===== src/fpu_pkg.sv =====
/* FPU shared definitions
   single precision format, register map and FSM encodings */
package fpu_pkg;

  // packed single precision word
  localparam int frac_width = 23;
  localparam int exp_width  = 8;
  localparam int word_width = 32;
  localparam logic [exp_width-1:0] exp_bias = 8'd127;

  // byte-wide register bus map
  localparam int addr_width = 4;
  localparam logic [addr_width-1:0] addr_a0 = 4'd0;
  localparam logic [addr_width-1:0] addr_b0 = 4'd4;
  localparam logic [addr_width-1:0] addr_op = 4'd8;
  localparam logic [addr_width-1:0] addr_r0 = 4'd9;

  // host visible operation codes
  typedef enum logic [3:0] {
    op_add = 4'd0,
    op_sub = 4'd1,
    op_mul = 4'd2
  } fpu_op_e;

  // command sequencer
  typedef enum logic [1:0] {
    ctrl_idle,
    ctrl_exec,
    ctrl_mul_wait,
    ctrl_done
  } ctrl_state_e;

  // shift-and-add multiplier
  typedef enum logic [2:0] {
    mul_idle,
    mul_start,
    mul_add,
    mul_shift,
    mul_set,
    mul_valid
  } mul_state_e;

endpackage


===== src/fpu_add_sub.sv =====
`timescale 1ns/1ps
/* FPU add/sub datapath
   aligns exponents, then adds or subtracts two's complement mantissas */
module fpu_add_sub (
  input  logic [fpu_pkg::word_width-1:0]        operand_a,
  input  logic [fpu_pkg::word_width-1:0]        operand_b,
  input  fpu_pkg::fpu_op_e                      operation,
  output logic                                  sum_sign,
  output logic [fpu_pkg::frac_width+2:0]        sum_mag,
  output logic signed [fpu_pkg::exp_width-1:0]  sum_exp,
  output logic                                  sum_zero,
  output logic                                  a_zero
);

  localparam int fw = fpu_pkg::frac_width;
  localparam int ew = fpu_pkg::exp_width;

  logic [ew-1:0] a_exp;
  logic [ew-1:0] b_exp;
  logic signed [ew-1:0] a_unb;
  logic signed [ew-1:0] b_unb;
  logic [fw+2:0] a_mant;
  logic [fw+2:0] b_mant;
  logic [fw+2:0] a_al;
  logic [fw+2:0] b_al;
  logic [fw+2:0] raw;
  logic b_zero;

  assign a_exp  = operand_a[fw +: ew];
  assign b_exp  = operand_b[fw +: ew];
  assign a_unb  = a_exp - fpu_pkg::exp_bias;
  assign b_unb  = b_exp - fpu_pkg::exp_bias;
  // two guard bits on top for carry and sign
  assign a_mant = {2'b00, a_exp != '0, operand_a[fw-1:0]};
  assign b_mant = {2'b00, b_exp != '0, operand_b[fw-1:0]};
  assign a_zero = (a_exp == '0) && (operand_a[fw-1:0] == '0);
  assign b_zero = (b_exp == '0) && (operand_b[fw-1:0] == '0);

  always_comb begin
    a_al = a_mant;
    b_al = b_mant;
    // smaller one shifts right, dropped bits are lost
    if (a_exp < b_exp && !a_zero) a_al = a_mant >> (b_exp - a_exp);
    if (b_exp < a_exp && !b_zero) b_al = b_mant >> (a_exp - b_exp);
    if (operand_a[fpu_pkg::word_width-1]) a_al = -a_al;
    if (operand_b[fpu_pkg::word_width-1]) b_al = -b_al;
    if (operation == fpu_pkg::op_add) raw = a_al + b_al;
    else raw = a_al - b_al;
  end

  assign sum_zero = raw == '0;
  assign sum_sign = raw[fw+2];
  assign sum_mag  = sum_sign ? -raw : raw;
  assign sum_exp  = (a_zero || b_exp > a_exp) ? b_unb : a_unb;

endmodule


===== src/fpu_control.sv =====
`timescale 1ns/1ps
/* FPU command controller
   dispatches an opcode to add/sub or the multiplier and holds cmd_end until end_ack */
module fpu_control (
  input  logic             clk,
  input  logic             arst,
  input  logic             op_written,
  input  fpu_pkg::fpu_op_e operation,
  input  logic             mul_done,
  input  logic             end_ack,
  output logic             op_taken,
  output logic             mul_start,
  output logic             load_result,
  output logic             write_back,
  output logic             cmd_end,
  output logic             busy
);

  fpu_pkg::ctrl_state_e state;
  fpu_pkg::ctrl_state_e next_state;

  always_comb begin
    next_state = state;
    case (state)
      fpu_pkg::ctrl_idle:
        if (op_written) begin
          if (operation == fpu_pkg::op_mul) next_state = fpu_pkg::ctrl_mul_wait;
          else next_state = fpu_pkg::ctrl_exec;
        end
      // multiplier finished, go load its product
      fpu_pkg::ctrl_mul_wait:
        if (mul_done) next_state = fpu_pkg::ctrl_exec;
      fpu_pkg::ctrl_exec:
        next_state = fpu_pkg::ctrl_done;
      // ack only counts once cmd_end is visible to the host
      fpu_pkg::ctrl_done:
        if (end_ack && cmd_end) next_state = fpu_pkg::ctrl_idle;
      default:
        next_state = fpu_pkg::ctrl_idle;
    endcase
  end

  always_ff @(posedge clk or posedge arst) begin
    if (arst) begin
      state       <= fpu_pkg::ctrl_idle;
      op_taken    <= 1'b0;
      mul_start   <= 1'b0;
      load_result <= 1'b0;
      write_back  <= 1'b0;
      cmd_end     <= 1'b0;
      busy        <= 1'b0;
    end else begin
      state       <= next_state;
      op_taken    <= (state == fpu_pkg::ctrl_idle) && (next_state != fpu_pkg::ctrl_idle);
      mul_start   <= next_state == fpu_pkg::ctrl_mul_wait;
      load_result <= next_state == fpu_pkg::ctrl_exec;
      busy        <= next_state != fpu_pkg::ctrl_idle;
      // cmd_end one cycle after entering done, the result register is settled by then
      cmd_end     <= (state == fpu_pkg::ctrl_done) && (next_state == fpu_pkg::ctrl_done);
      write_back  <= (state == fpu_pkg::ctrl_done) && !cmd_end;
    end
  end

endmodule


===== src/fpu_mul.sv =====
`timescale 1ns/1ps
/* FPU multiplier
   sequential shift-and-add mantissa product with exponent sum and sign */
module fpu_mul #(
  parameter int mant_width = 24
) (
  input  logic                           clk,
  input  logic                           arst,
  input  logic [fpu_pkg::word_width-1:0] operand_a,
  input  logic [fpu_pkg::word_width-1:0] operand_b,
  input  logic                           mul_start,
  output logic                           mul_done,
  output logic [fpu_pkg::word_width-1:0] prod_word
);

  localparam int fw = fpu_pkg::frac_width;
  localparam int ew = fpu_pkg::exp_width;
  localparam int pw = 2 * mant_width + 1;
  localparam int cw = $clog2(mant_width + 1);

  fpu_pkg::mul_state_e state;
  fpu_pkg::mul_state_e next_state;

  logic [mant_width-1:0] a_mant;
  logic [mant_width-1:0] b_mant;
  logic [mant_width-1:0] multiplicand;
  logic [mant_width-1:0] upper;
  logic [mant_width-1:0] upper_sh;
  logic [pw-1:0] product;
  logic [cw-1:0] round_cnt;
  logic [ew-1:0] a_exp;
  logic [ew-1:0] b_exp;
  logic [ew-1:0] prod_exp;
  logic prod_sign;

  assign a_exp    = operand_a[fw +: ew];
  assign b_exp    = operand_b[fw +: ew];
  assign a_mant   = mant_width'({a_exp != '0, operand_a[fw-1:0]});
  assign b_mant   = mant_width'({b_exp != '0, operand_b[fw-1:0]});
  assign upper    = product[2*mant_width-1:mant_width];
  assign upper_sh = upper << 1;
  // 1x.xxx product bumps the exponent
  assign prod_exp  = a_exp + b_exp - fpu_pkg::exp_bias + ew'(upper[mant_width-1]);
  assign prod_sign = operand_a[fpu_pkg::word_width-1] ^ operand_b[fpu_pkg::word_width-1];

  always_comb begin
    next_state = state;
    case (state)
      fpu_pkg::mul_idle:  if (mul_start) next_state = fpu_pkg::mul_start;
      fpu_pkg::mul_start: next_state = fpu_pkg::mul_add;
      fpu_pkg::mul_add:   next_state = fpu_pkg::mul_shift;
      fpu_pkg::mul_shift:
        if (round_cnt == cw'(mant_width)) next_state = fpu_pkg::mul_set;
        else next_state = fpu_pkg::mul_add;
      fpu_pkg::mul_set:   next_state = fpu_pkg::mul_valid;
      fpu_pkg::mul_valid: if (!mul_start) next_state = fpu_pkg::mul_idle;
      default:            next_state = fpu_pkg::mul_idle;
    endcase
  end

  always_ff @(posedge clk or posedge arst) begin
    if (arst) begin
      state     <= fpu_pkg::mul_idle;
      round_cnt <= '0;
      mul_done  <= 1'b0;
    end else begin
      state    <= next_state;
      mul_done <= next_state == fpu_pkg::mul_valid;
      if (state == fpu_pkg::mul_start) round_cnt <= '0;
      else if (state == fpu_pkg::mul_add) round_cnt <= round_cnt + 1'b1;
    end
  end

  // low half holds the multiplier, shifted out as the product grows
  always_ff @(posedge clk) begin
    case (state)
      fpu_pkg::mul_start: begin
        multiplicand <= a_mant;
        product      <= pw'(b_mant);
      end
      fpu_pkg::mul_add:
        if (product[0]) product[pw-1:mant_width] <= product[pw-1:mant_width] + multiplicand;
      fpu_pkg::mul_shift:
        product <= product >> 1;
      fpu_pkg::mul_set:
        if (upper[mant_width-1]) prod_word <= {prod_sign, prod_exp, upper[mant_width-2 -: fw]};
        else prod_word <= {prod_sign, prod_exp, upper_sh[mant_width-2 -: fw]};
      default: ;
    endcase
  end

endmodule


===== src/fpu_regs.sv =====
`timescale 1ns/1ps
/* FPU register bank
   byte-wide bus decode for the operands and opcode, read mux and result write-back */
module fpu_regs (
  input  logic                               clk,
  input  logic                               arst,
  input  logic [7:0]                         databus_in,
  output logic [7:0]                         databus_out,
  input  logic [fpu_pkg::addr_width-1:0]     addr,
  input  logic                               cs,
  input  logic                               rd,
  input  logic                               wr,
  input  logic                               op_taken,
  input  logic                               write_back,
  input  logic [fpu_pkg::word_width-1:0]     result_word,
  output logic [fpu_pkg::word_width-1:0]     operand_a,
  output logic [fpu_pkg::word_width-1:0]     operand_b,
  output fpu_pkg::fpu_op_e                   operation,
  output logic                               op_written
);

  // 1.0 in single precision
  localparam logic [fpu_pkg::word_width-1:0] one_word = 32'h3f80_0000;

  logic [fpu_pkg::addr_width-1:0] off_a;
  logic [fpu_pkg::addr_width-1:0] off_b;
  logic [fpu_pkg::addr_width-1:0] off_r;
  logic hit_a;
  logic hit_b;
  logic hit_r;
  logic wr_en;
  logic rd_en;

  // byte offset inside each 4-byte field, wraps out of range otherwise
  assign off_a = addr - fpu_pkg::addr_a0;
  assign off_b = addr - fpu_pkg::addr_b0;
  assign off_r = addr - fpu_pkg::addr_r0;
  assign hit_a = off_a < 4;
  assign hit_b = off_b < 4;
  assign hit_r = off_r < 4;

  assign wr_en = !cs && !wr;
  assign rd_en = !cs && !rd;

  always_ff @(posedge clk or posedge arst) begin
    if (arst) begin
      operand_a  <= one_word;
      operand_b  <= one_word;
      operation  <= fpu_pkg::op_add;
      op_written <= 1'b0;
    end else begin
      if (op_taken) op_written <= 1'b0;
      if (wr_en) begin
        if (hit_a) operand_a[8*off_a[1:0] +: 8] <= databus_in;
        if (hit_b) operand_b[8*off_b[1:0] +: 8] <= databus_in;
        // a new opcode write wins over the acknowledge
        if (addr == fpu_pkg::addr_op) begin
          operation  <= fpu_pkg::fpu_op_e'(databus_in[3:0]);
          op_written <= 1'b1;
        end
      end
      // result chains back into A
      if (write_back) operand_a <= result_word;
    end
  end

  always_comb begin
    databus_out = '0;
    if (rd_en) begin
      if (hit_a) databus_out = operand_a[8*off_a[1:0] +: 8];
      else if (hit_b) databus_out = operand_b[8*off_b[1:0] +: 8];
      else if (addr == fpu_pkg::addr_op) databus_out = {4'b0000, operation};
      else if (hit_r) databus_out = result_word[8*off_r[1:0] +: 8];
    end
  end

endmodule


===== src/fpu_result.sv =====
`timescale 1ns/1ps
/* FPU result stage
   normalizes and packs the add/sub sum, registers it or the product */
module fpu_result (
  input  logic                                  clk,
  input  logic                                  arst,
  input  fpu_pkg::fpu_op_e                      operation,
  input  logic                                  sum_sign,
  input  logic [fpu_pkg::frac_width+2:0]        sum_mag,
  input  logic signed [fpu_pkg::exp_width-1:0]  sum_exp,
  input  logic                                  sum_zero,
  input  logic [fpu_pkg::word_width-1:0]        prod_word,
  input  logic                                  load_result,
  output logic [fpu_pkg::word_width-1:0]        result_word
);

  localparam int fw = fpu_pkg::frac_width;
  localparam int ew = fpu_pkg::exp_width;

  logic [fw+2:0] norm_mag;
  logic signed [ew-1:0] norm_exp;
  logic [4:0] lead;
  logic [4:0] lshift;
  logic [ew-1:0] biased_exp;
  logic [fpu_pkg::word_width-1:0] sum_word;

  always_comb begin
    // highest set bit below the hidden position
    lead = '0;
    for (int i = 0; i <= fw; i++) begin
      if (sum_mag[i]) lead = 5'(i);
    end
    lshift   = 5'(fw) - lead;
    norm_mag = sum_mag;
    norm_exp = sum_exp;
    if (sum_mag[fw+2]) begin
      norm_mag = sum_mag >> 2;
      norm_exp = sum_exp + 8'sd2;
    end else if (sum_mag[fw+1]) begin
      norm_mag = sum_mag >> 1;
      norm_exp = sum_exp + 8'sd1;
    end else begin
      norm_mag = sum_mag << lshift;
      norm_exp = sum_exp - signed'({3'b000, lshift});
    end
  end

  assign biased_exp = norm_exp + fpu_pkg::exp_bias;
  assign sum_word   = sum_zero ? '0 : {sum_sign, biased_exp, norm_mag[fw-1:0]};

  always_ff @(posedge clk or posedge arst) begin
    if (arst) result_word <= '0;
    else if (load_result) begin
      if (operation == fpu_pkg::op_mul) result_word <= prod_word;
      else result_word <= sum_word;
    end
  end

endmodule


===== src/fpu_top.sv =====
`timescale 1ns/1ps
/* FPU coprocessor top
   bus registers, controller, add/sub and multiply datapaths, result stage */
module fpu_top (
  input  logic                           clk,
  input  logic                           arst,
  input  logic [7:0]                     databus_in,
  output logic [7:0]                     databus_out,
  input  logic [fpu_pkg::addr_width-1:0] addr,
  input  logic                           cs,
  input  logic                           rd,
  input  logic                           wr,
  input  logic                           end_ack,
  output logic                           cmd_end,
  output logic                           busy
);

  // hidden bit plus stored fraction
  localparam int mant_width = fpu_pkg::frac_width + 1;

  logic [fpu_pkg::word_width-1:0] operand_a;
  logic [fpu_pkg::word_width-1:0] operand_b;
  logic [fpu_pkg::word_width-1:0] prod_word;
  logic [fpu_pkg::word_width-1:0] result_word;
  fpu_pkg::fpu_op_e operation;
  logic op_written;
  logic op_taken;
  logic mul_start;
  logic mul_done;
  logic load_result;
  logic write_back;
  logic sum_sign;
  logic sum_zero;
  logic [fpu_pkg::frac_width+2:0] sum_mag;
  logic signed [fpu_pkg::exp_width-1:0] sum_exp;

  fpu_regs u_regs (
    .clk, .arst, .databus_in, .databus_out, .addr, .cs, .rd, .wr,
    .op_taken, .write_back, .result_word,
    .operand_a, .operand_b, .operation, .op_written
  );

  fpu_control u_control (
    .clk, .arst, .op_written, .operation, .mul_done, .end_ack,
    .op_taken, .mul_start, .load_result, .write_back, .cmd_end, .busy
  );

  fpu_add_sub u_add_sub (
    .operand_a, .operand_b, .operation,
    .sum_sign, .sum_mag, .sum_exp, .sum_zero, .a_zero()
  );

  fpu_mul #(.mant_width(mant_width)) u_mul (
    .clk, .arst, .operand_a, .operand_b, .mul_start, .mul_done, .prod_word
  );

  fpu_result u_result (
    .clk, .arst, .operation, .sum_sign, .sum_mag, .sum_exp, .sum_zero,
    .prod_word, .load_result, .result_word
  );

endmodule


===== config.mk =====
export PLATFORM = sky130hd
export DESIGN_NAME = fpu_top
export DESIGN_NICKNAME = d
export VERILOG_FILES = /design/src/fpu_pkg.sv /design/src/fpu_add_sub.sv /design/src/fpu_control.sv /design/src/fpu_mul.sv /design/src/fpu_regs.sv /design/src/fpu_result.sv /design/src/fpu_top.sv
export SDC_FILE = /design/constraint.sdc
export NUM_CORES = 1
export LEC_CHECK = 0
export BUFFER_PORTS_ARGS = -buffer_cell sky130_fd_sc_hd__buf_2
export CAP_MARGIN = 20
export CELL_PAD_IN_SITES_DETAIL_PLACEMENT = 0
export CELL_PAD_IN_SITES_GLOBAL_PLACEMENT = 1
export CORE_ASPECT_RATIO = 1.1
export CORE_MARGIN = 2
export CORE_UTILIZATION = 46
export DETAILED_ROUTE_END_ITERATION = 10
export PLACE_DENSITY_LB_ADDON = 0.1
export SYNTH_ARGS = -nofsm -noshare
export SYNTH_HDL_FRONTEND = slang
export SYNTH_SLANG_ARGS = --single-unit

===== constraint.sdc =====
create_clock -name clk -period 11.8 [get_ports clk]
set_input_delay 0.59 -clock clk [delete_from_list [all_inputs] [get_ports clk]]
set_output_delay 0.59 -clock clk [all_outputs]
set_load 0.1 [all_outputs]

# Word level (Yosys, flattened, before mapping)
# Index checks and enable logic that the tools add are counted.
# W data, S select, Z words.
[op_classes]
n_addsub = 23
order_cmp = 6
n_eq_ne = 16
shifts = 10
muxes = 64
bitwise_logic = 1
reduce_logical = 37
[ops]
columns = ["cell", "count"]
rows = [
  ["$mux W32", 5],
  ["$mux W26", 6],
  ["$mux W5", 24],
  ["$shiftx A32 B6 Y8", 3],
  ["$neg A26 Y26", 3],
  ["$pmux W25 S3", 1],
  ["$mux W23", 3],
  ["$neg A5 Y34", 2],
  ["$shift A8 B34 Y32 const A", 2],
  ["$shiftx A8 B34 Y32", 2],
  ["$bwmux W32", 2],
  ["$mux W8", 8],
  ["$shr A24 B8 Y26", 2],
  ["$pmux W24 S2", 1],
  ["$logic_not A23 Y1", 2],
  ["$add A26 B26 Y26", 1],
  ["$logic_not A26 Y1", 1],
  ["$shl A26 B5 Y23", 1],
  ["$sub A26 B26 Y26", 1],
  ["$add A25 B24 Y25", 1],
  ["$mux W25", 1],
  ["$sub A8 B7 Y8 const B", 3],
  ["$pmux W3 S6", 1],
  ["$logic_not A8 Y1", 2],
  ["other kinds (38)", 79],
]
[word_totals]
regBits = 223
in_bits = 18
word_cells = 177

# Longest topological paths before layout
# Gate-level depths: netlist of run 1.
[depth]
word_depth = 41
mapped_depth = 67
depth_no_buf = 59

# Modules after synthesis
# From an unflattened synthesis of run 1, not the netlist that was laid out.
[hier_totals]
cells_unflattened = 2972
area_unflattened_um2 = 24865.1
[by_module_without_submodules]
columns = ["mod", "instances", "cells_each", "area_each_um2", "seq_area_each_um2"]
rows = [
  ["fpu_add_sub", 1, 1450, 10352.4, 0.0],
  ["fpu_mul", 1, 524, 5983.2, 3378.2],
  ["fpu_result", 1, 597, 4222.8, 800.8],
  ["fpu_regs", 1, 369, 3973.8, 1744.2],
  ["fpu_control", 1, 32, 332.8, 200.2],
]

# Least setup slack after synthesis of run 1
# Ideal clock, no wire load.
[synth_path]
path_kind = "flip-flop to flip-flop"
startpoint = "register u_regs.operand_b[23] (netlist bit)"
endpoint = "register u_result.result_word[30] (netlist bit)"
setup_time_ns = 0.124
arrival_time_ns = 12.261
t_required_ns = 11.676
slack_ns = -0.585
path_stages_with_launch = 62
synth_period_minus_slack_ns = 12.385
path_cell_list = "dfstp_2 ha_1 inv_1 fa_1 buf_2 buf_4 buf_2 buf_2 mux2i_1 mux2i_1 mux2i_1 nand2_1 a22oi_1 o21ai_0 inv_1 ha_1 o21ai_0 nor4_1 [26 not listed] a21oi_2 inv_1 buf_2 buf_1 ha_1 clkbuf_1 nor2_1 nor3_1 ha_1 a21o_1 a21oi_1 xor2_1 a21oi_1 or3_1 xnor2_1 nand3b_1 mux2i_1 a211o_1"
[synth_via]
elab_chain_len = 41
elab_cells_between_ends = 60
[synth_rtl]
columns = ["item", "line", "source"]
rows = [
  ["from (decl)", "fpu_regs.sv:17", "output logic [fpu_pkg::word_width-1:0] operand_b,"],
  ["from (signal assigned)", "fpu_regs.sv:48", "operand_b <= one_word;"],
  ["from (signal, indexed assignment)", "fpu_regs.sv:55", "if (hit_b) operand_b[8*off_b[1:0] +: 8] <= databus_in;"],
  ["parallel branches: the longest is 39 deep, another holds $neg A26 Y26", "n/a", ""],
  ["$mux W32 *", "fpu_result.sv:49", "assign sum_word = sum_zero ? '0 : {sum_sign, biased_exp, norm_mag[fw-1:0]};"],
  ["$mux W32 *", "fpu_result.sv:54", "if (operation == fpu_pkg::op_mul) result_word <= prod_word;"],
  ["to (signal assigned)", "fpu_result.sv:54", ""],
  ["to (signal assigned)", "fpu_result.sv:55", "else result_word <= sum_word;"],
  ["to (decl)", "fpu_result.sv:14", "output logic [fpu_pkg::word_width-1:0] result_word"],
]
# Every way passes the cells marked *.
# A chain may end at the register's enable or synchronous reset.

# Final worst setup path of run 1
# Same ends and word-level chain as after synthesis.

==> results of run 1 <==
kinds of logic after synthesis:
family | share of synthesized area [%]
buffers and inverters | 5.28
AOI/OAI and AO/OA | 23.5
DFF | 26.3
and+or+nand+nor | 19.3
muxes | 12.7
xor gates and xnor gates | 7.01
adders and majority gates | 5.99
layout make-up:
type	instances	share of cell area, %
timing repair buffer	392	10.8
clock inverter	7	0.266
tap	660	2.98
inverter	114	1.57
sequential	223	22.1
multi-input combinational	2235	59.7
clock buffer	33	2.54
flip-flops by register name, indices dropped and copies added, names as in the netlist:
signal and flops:
u_regs.operation 4, u_mul.prod_word 32, u_mul.product 49, u_control.mul_start 1, u_mul.mul_done 1, u_result.result_word 32
u_control.busy 1, u_control.op_taken 1, u_mul.multiplicand 24, u_control.load_result 1, u_regs.operand_b 32, u_control.cmd_end 1
u_mul.state 3, u_regs.operand_a 32, u_control.write_back 1, u_mul.round_cnt 5, u_control.state 2, u_regs.op_written 1
worst max-delay path by stage:
stage | slack, ns | start | end | cells after the start
after global routing | -0.41 | u_regs.operand_b[23] | u_result.result_word[30] | 56
after floorplan | 0.005 | u_regs.operand_b[23] | u_result.result_word[30] | 59
final | 0.22 | u_regs.operand_b[23] | u_result.result_word[30] | 52
after CTS | 0.007 | u_regs.operand_b[23] | u_result.result_word[30] | 54
after global placement | 0.13 | u_regs.operand_b[23] | u_result.result_word[30] | 54
after detailed placement | -0.01 | u_regs.operand_b[23] | u_result.result_word[30] | 55
routing by layer:
metal | wire (um) | GRT usage (%) | up-vias
met5 | 0 | 0 | -
met2 | 42100 | 55.5 | 956
met3 | 5490 | 3.63 | 232
met4 | 4930 | 15.4 | 0
li1 | - | - | 10700
met1 | 37800 | 44.5 | 11300
cells in the mapped netlist (13+ instances only):
cell	count	area, um^2
o31ai_1	31	233
xnor2_1	117	1020
clkbuf_1	117	439
or3_1	27	169
a222oi_1	16	160
a21o_1	28	210
a211oi_1	22	165
nor4_1	28	175
o21bai_1	24	180
a22oi_1	24	180
nand4_1	21	131
dfstp_2	14	368
nor2b_1	28	175
inv_1	112	420
mux2i_1	109	1090
and2_1	23	144
nor2_1	213	800
buf_1	17	63.8
a31oi_1	29	181
nand2_1	326	1220
nand2b_1	20	125
and3_1	19	119
nand3_1	53	265
o21a_1	24	180
mux2_2	69	777
a22o_1	39	342
o21ai_0	168	841
xor2_1	60	526
dfrtp_1	104	2600
nor3_1	83	415
or2_2	16	100
a21oi_1	186	931
edfxtp_1	105	3150
mux4_2	46	1040
nor3b_1	13	97.6
o211ai_1	21	158
buf_2	28	140
ha_1	102	1280
through the flow:
step / setup WS [ns] / hold WS [ns]
after floorplan: 0.00451 / 0.423
after global placement: 0.129 / 0.468
after detailed placement: -0.0112 / 0.480
after CTS: 0.00692 / 0.234
after global routing: -0.406 / 0.263
final: 0.222 / 0.233
repair_timing:
action / 4_1_cts / 5_1_grt
hold buffers: 0 / 0
cloned: 0 / 4
endpoints found under the setup margin: 1 / 7
buffers inserted: 1 / 30
resized for setup: 4 / 87
pin swaps: 0 / 64
==> flow_metrics.env, run 1 <==
export IMPL_run_status="finished, final reports clean"
export IMPL_r2r_end="u_result.result_word[30]"
export IMPL_layout_common_cells="350 x buf_4, 325 x nand2_1, 208 x nor2_1"
export IMPL_reg2reg_slack_ns=0.22
export IMPL_dpl_instance_area_um2=26100
export IMPL_synth_edf_count=105
export IMPL_criticalPathCategory="flop to flop"
export IMPL_htreeDepth=1
export IMPL_grt_max_degree=65
export IMPL_wl_per_cell_um=24.7
export IMPL_fmax_mhz=86.4
export IMPL_synth_cell_type_count=115
export IMPL_syn_area_per_cell_um2=8.47
export IMPL_grt_usage_pct=33.7
export IMPL_layout_min_cycle_time_ns=11.58
export IMPL_grt_remaining_overflow=0
export IMPL_r2r_start="u_regs.operand_b[23]"
export IMPL_first_global_vias=22300
export IMPL_fillCellCount=4671
export IMPL_ctsLongestPathBuffers=3
export IMPL_drt_iter0_drc=2404
export IMPL_place_congestion=0.985
export IMPL_die_x_um=219
export IMPL_rr_worst_depth=52
export IMPL_wirelength_um=90400
export IMPL_vias_per_cell=6.34
export IMPL_hp_class="input pin to async pin"
export IMPL_drc_errors=0
export IMPL_setup_tns_final_ns=0
export IMPL_path_delay_family="compound AO/OA/AOI/OAI gates"
export IMPL_yosysWarnings=0
export IMPL_multi_input_comb_area_um2=16600
export IMPL_core_area_um2=50000
export IMPL_seq_area_um2=6120
export IMPL_dieHeight_um=240
export IMPL_cts_made_buffers=22
export IMPL_layout_drive_gt1_share_pct=24.0
export IMPL_async_flop_share_pct=52.9
export IMPL_rsz0062_at_grt="yes"
export IMPL_grt_pass1_wl_um=136000
export IMPL_slew_headroom_pct=28.1
export IMPL_drv_slew=0
export IMPL_setup_viol=0
export IMPL_layout_commonest_cell="buf_4"
export IMPL_nets=3114
export IMPL_critPathMostFrequentCell="a21oi_2"
export IMPL_port_buffers=27
export IMPL_synth_flop_cell="edfxtp_1"
export IMPL_synth_cells=2750
export IMPL_worst_pin_slew_ns=1.08
export IMPL_place_inst=3588
export IMPL_antenna_found_initial=0
export IMPL_clkTransAtPathRegs_ns=0.06
export IMPL_synth_seq_area_share_pct=26.3
export IMPL_vias=23200
export IMPL_cp_max_fo=15
export IMPL_slowest_stage="fa_2"
export IMPL_synth_seq_cells=223
export IMPL_worstSetupStartpointType="flop"
export IMPL_clock_skew_ns=0.0149
export IMPL_post_route_cell_area_um2=27700
export IMPL_cp_slowest_stage_delay_ns=0.69
export IMPL_initial_core_util_pct=46.6
export IMPL_cap_violations=0
export IMPL_syn2layout_area_growth_pct=19.0
export IMPL_cp_buffers_inverters=5
export IMPL_dr_pass1_iters=9
export IMPL_insertion_delay_ns=0.53
export IMPL_period_share_pct=98.1
export IMPL_cp_end_kind="flop"
export IMPL_syn_nets=2876
export IMPL_cts_tree="done"
export IMPL_cp_arrival_ns=11.98
export IMPL_post_route_util_pct=55.4
export IMPL_antenna_left=0
export IMPL_hpwlAfterDp_um=70300
export IMPL_cts_root_buf="clkbuf_16"
export IMPL_critPathRequiredTime_ns=12.20
export IMPL_antenna_cells=0
export IMPL_clock_sinks=223
export IMPL_rows=86
export IMPL_die_area_um2=52500
export IMPL_fin_cells=3664
export IMPL_finalHoldViolations=0
export IMPL_post_synth_instance_area_um2=23300
export IMPL_ios=28
Power of run 1 is left out: the tool's default activity adds up to more than one toggle a clock period on the data nets, which glitch-free logic cannot reach.
==> run 2: changes to the inputs <==
CORE_ASPECT_RATIO = 0.9   (was 1.1)
==> flow_metrics.env, run 2 (synthesis gave the netlist of run 1 again) <==
export IMPL_critPathRequiredTime_ns=12.18
export IMPL_antenna_cells=0
export IMPL_layout_drive_gt1_share_pct=22.4
export IMPL_run_status="finished, final reports clean"
export IMPL_ctsLongestPathBuffers=3
export IMPL_reg2reg_slack_ns=0.24
export IMPL_core_area_um2=50300
export IMPL_layout_commonest_cell="nand2_1"
export IMPL_fillCellCount=4683
export IMPL_post_route_cell_area_um2=27100
export IMPL_fmax_mhz=86.5
export IMPL_cts_hold_buf=0
export IMPL_slowest_stage="dfstp_2"
export IMPL_ios=28
export IMPL_port_buffers=27
export IMPL_nets=3041
export IMPL_finalHoldViolations=0
export IMPL_layout_min_cycle_time_ns=11.56
export IMPL_htreeDepth=1
export IMPL_dieHeight_um=218
export IMPL_rows=78
export IMPL_dr_pass1_iters=8
export IMPL_largest_reg_flops=49
export IMPL_drc_errors=0
export IMPL_clock_skew_ns=0.0272
export IMPL_slew_headroom_pct=29.1
export IMPL_clkTransAtPathRegs_ns=0.07
export IMPL_period_share_pct=98.0
export IMPL_cp_num_cells=56
export IMPL_drt_iter0_drc=2573
export IMPL_syn2layout_area_growth_pct=16.4
export IMPL_clock_sinks=223
export IMPL_vias_per_cell=6.41
export IMPL_criticalPathCategory="flop to flop"
export IMPL_grt_usage_pct=33.7
export IMPL_vias=23100
export IMPL_cts_root_buf="clkbuf_16"
export IMPL_wirelength_um=90000
export IMPL_cp_arrival_ns=11.95
export IMPL_die_x_um=241
export IMPL_hp_class="input pin to async pin"
export IMPL_worst_pin_slew_ns=1.06
export IMPL_cts_tree="done"
export IMPL_dpl_instance_area_um2=25600
export IMPL_place_congestion=1.01
export IMPL_path_delay_family="simple AND/OR/NAND/NOR gates"
export IMPL_cp_max_fo=5
export IMPL_antenna_found_initial=0
export IMPL_insertion_delay_ns=0.52
export IMPL_hpwlAfterDp_um=69100
export IMPL_cp_slowest_stage_delay_ns=0.55
export IMPL_wl_per_cell_um=24.9
export IMPL_setup_viol=0
export IMPL_layout_common_cells="323 x nand2_1, 279 x buf_4, 208 x nor2_1"
export IMPL_r2r_start="u_regs.operand_a[23]"
export IMPL_grt_remaining_overflow=0
export IMPL_rsz0062_at_grt="yes"
export IMPL_cp_buffers_inverters=8
export IMPL_rr_worst_depth=56
export IMPL_cts_made_buffers=21
export IMPL_cp_end_kind="flop"
export IMPL_first_global_vias=22100
export IMPL_grt_max_degree=61
export IMPL_worstSetupStartpointType="flop"
export IMPL_drv_slew=0
export IMPL_top_register="u_mul.product"
export IMPL_die_area_um2=52500
export IMPL_grt_pass1_wl_um=135000
export IMPL_initial_core_util_pct=46.4
export IMPL_cap_violations=0
export IMPL_crit_path_start="u_regs.operand_a[23]"
export IMPL_antenna_left=0
==> run 2: cell count changes in the layout (fill, tap and decap cells not counted), sizes merged <==
cell      change
clkinv        +3
xnor3         +1
xor2          -1
clkbuf       -10
clkinvlp      +1
buf          -69
==> run 2: routing by layer <==
layer | up-vias | part of all wire, % | global-route usage, %
met2 | 1077 | 44 | 52.9
met5 | - | 0 | 0
met3 | 200 | 8.0 | 4.71
met4 | 0 | 3.9 | 10.6
met1 | 11300 | 44 | 47.9
li1 | 10600 | - | -
==> run 2: metrics by stage <==
step	setup WS, ns	hold WS [ns]	TNS [ns]	std cells	utilization [%]
after floorplan	0.00451	0.423	0	2750	-
after detailed placement	-0.154	0.488	-0.154	3527	50.9
after global placement	-0.125	0.471	-0.125	3526	50.8
after global routing	-0.339	0.260	-0.597	3609	54.0
after CTS	0.0143	0.242	0	3573	52.5
final	0.239	0.220	0	3609	54.0
==> run 2: worst paths after layout <==
check / endpoint
max: u_result.result_word[30]
min: u_control.state[0]
max reg2reg: u_result.result_word[30]
min reg2reg: u_control.write_back
max in group asynchronous: u_result.result_word[30]
min in group clk: u_control.cmd_end
==> run 2: timing repair <==
item | 4_1_cts | 5_1_grt
cloned | 2 | 1
buffers inserted | 7 | 34
resized for setup | 17 | 85
pin swaps | 10 | 64
setup endpoints to repair | 1 | 5
==> run 2: layout make-up <==
type | instances | area, um^2 | area share [%]
timing repair buffer | 320 | 2440 | 9.01
clock inverter | 11 | 86.3 | 0.318
clock buffer | 26 | 564 | 2.08
multi-input combinational | 2235 | 16600 | 61.3
tap | 680 | 851 | 3.14
sequential | 223 | 6120 | 22.6
inverter | 114 | 435 | 1.61
==> run 2: worst reg2reg max path: cells and delay by family, from the launching register on <==
kind / cells / cell delay, ns
buf+inv: 8 / 0.88
compound gates: 17 / 3.44
flops: 1 / 0.55
fa+ha+maj: 5 / 1.47
xor+xnor: 5 / 0.87
simple gates: 17 / 3.44
mux: 4 / 0.79
Power of run 2 is left out for the same reason.
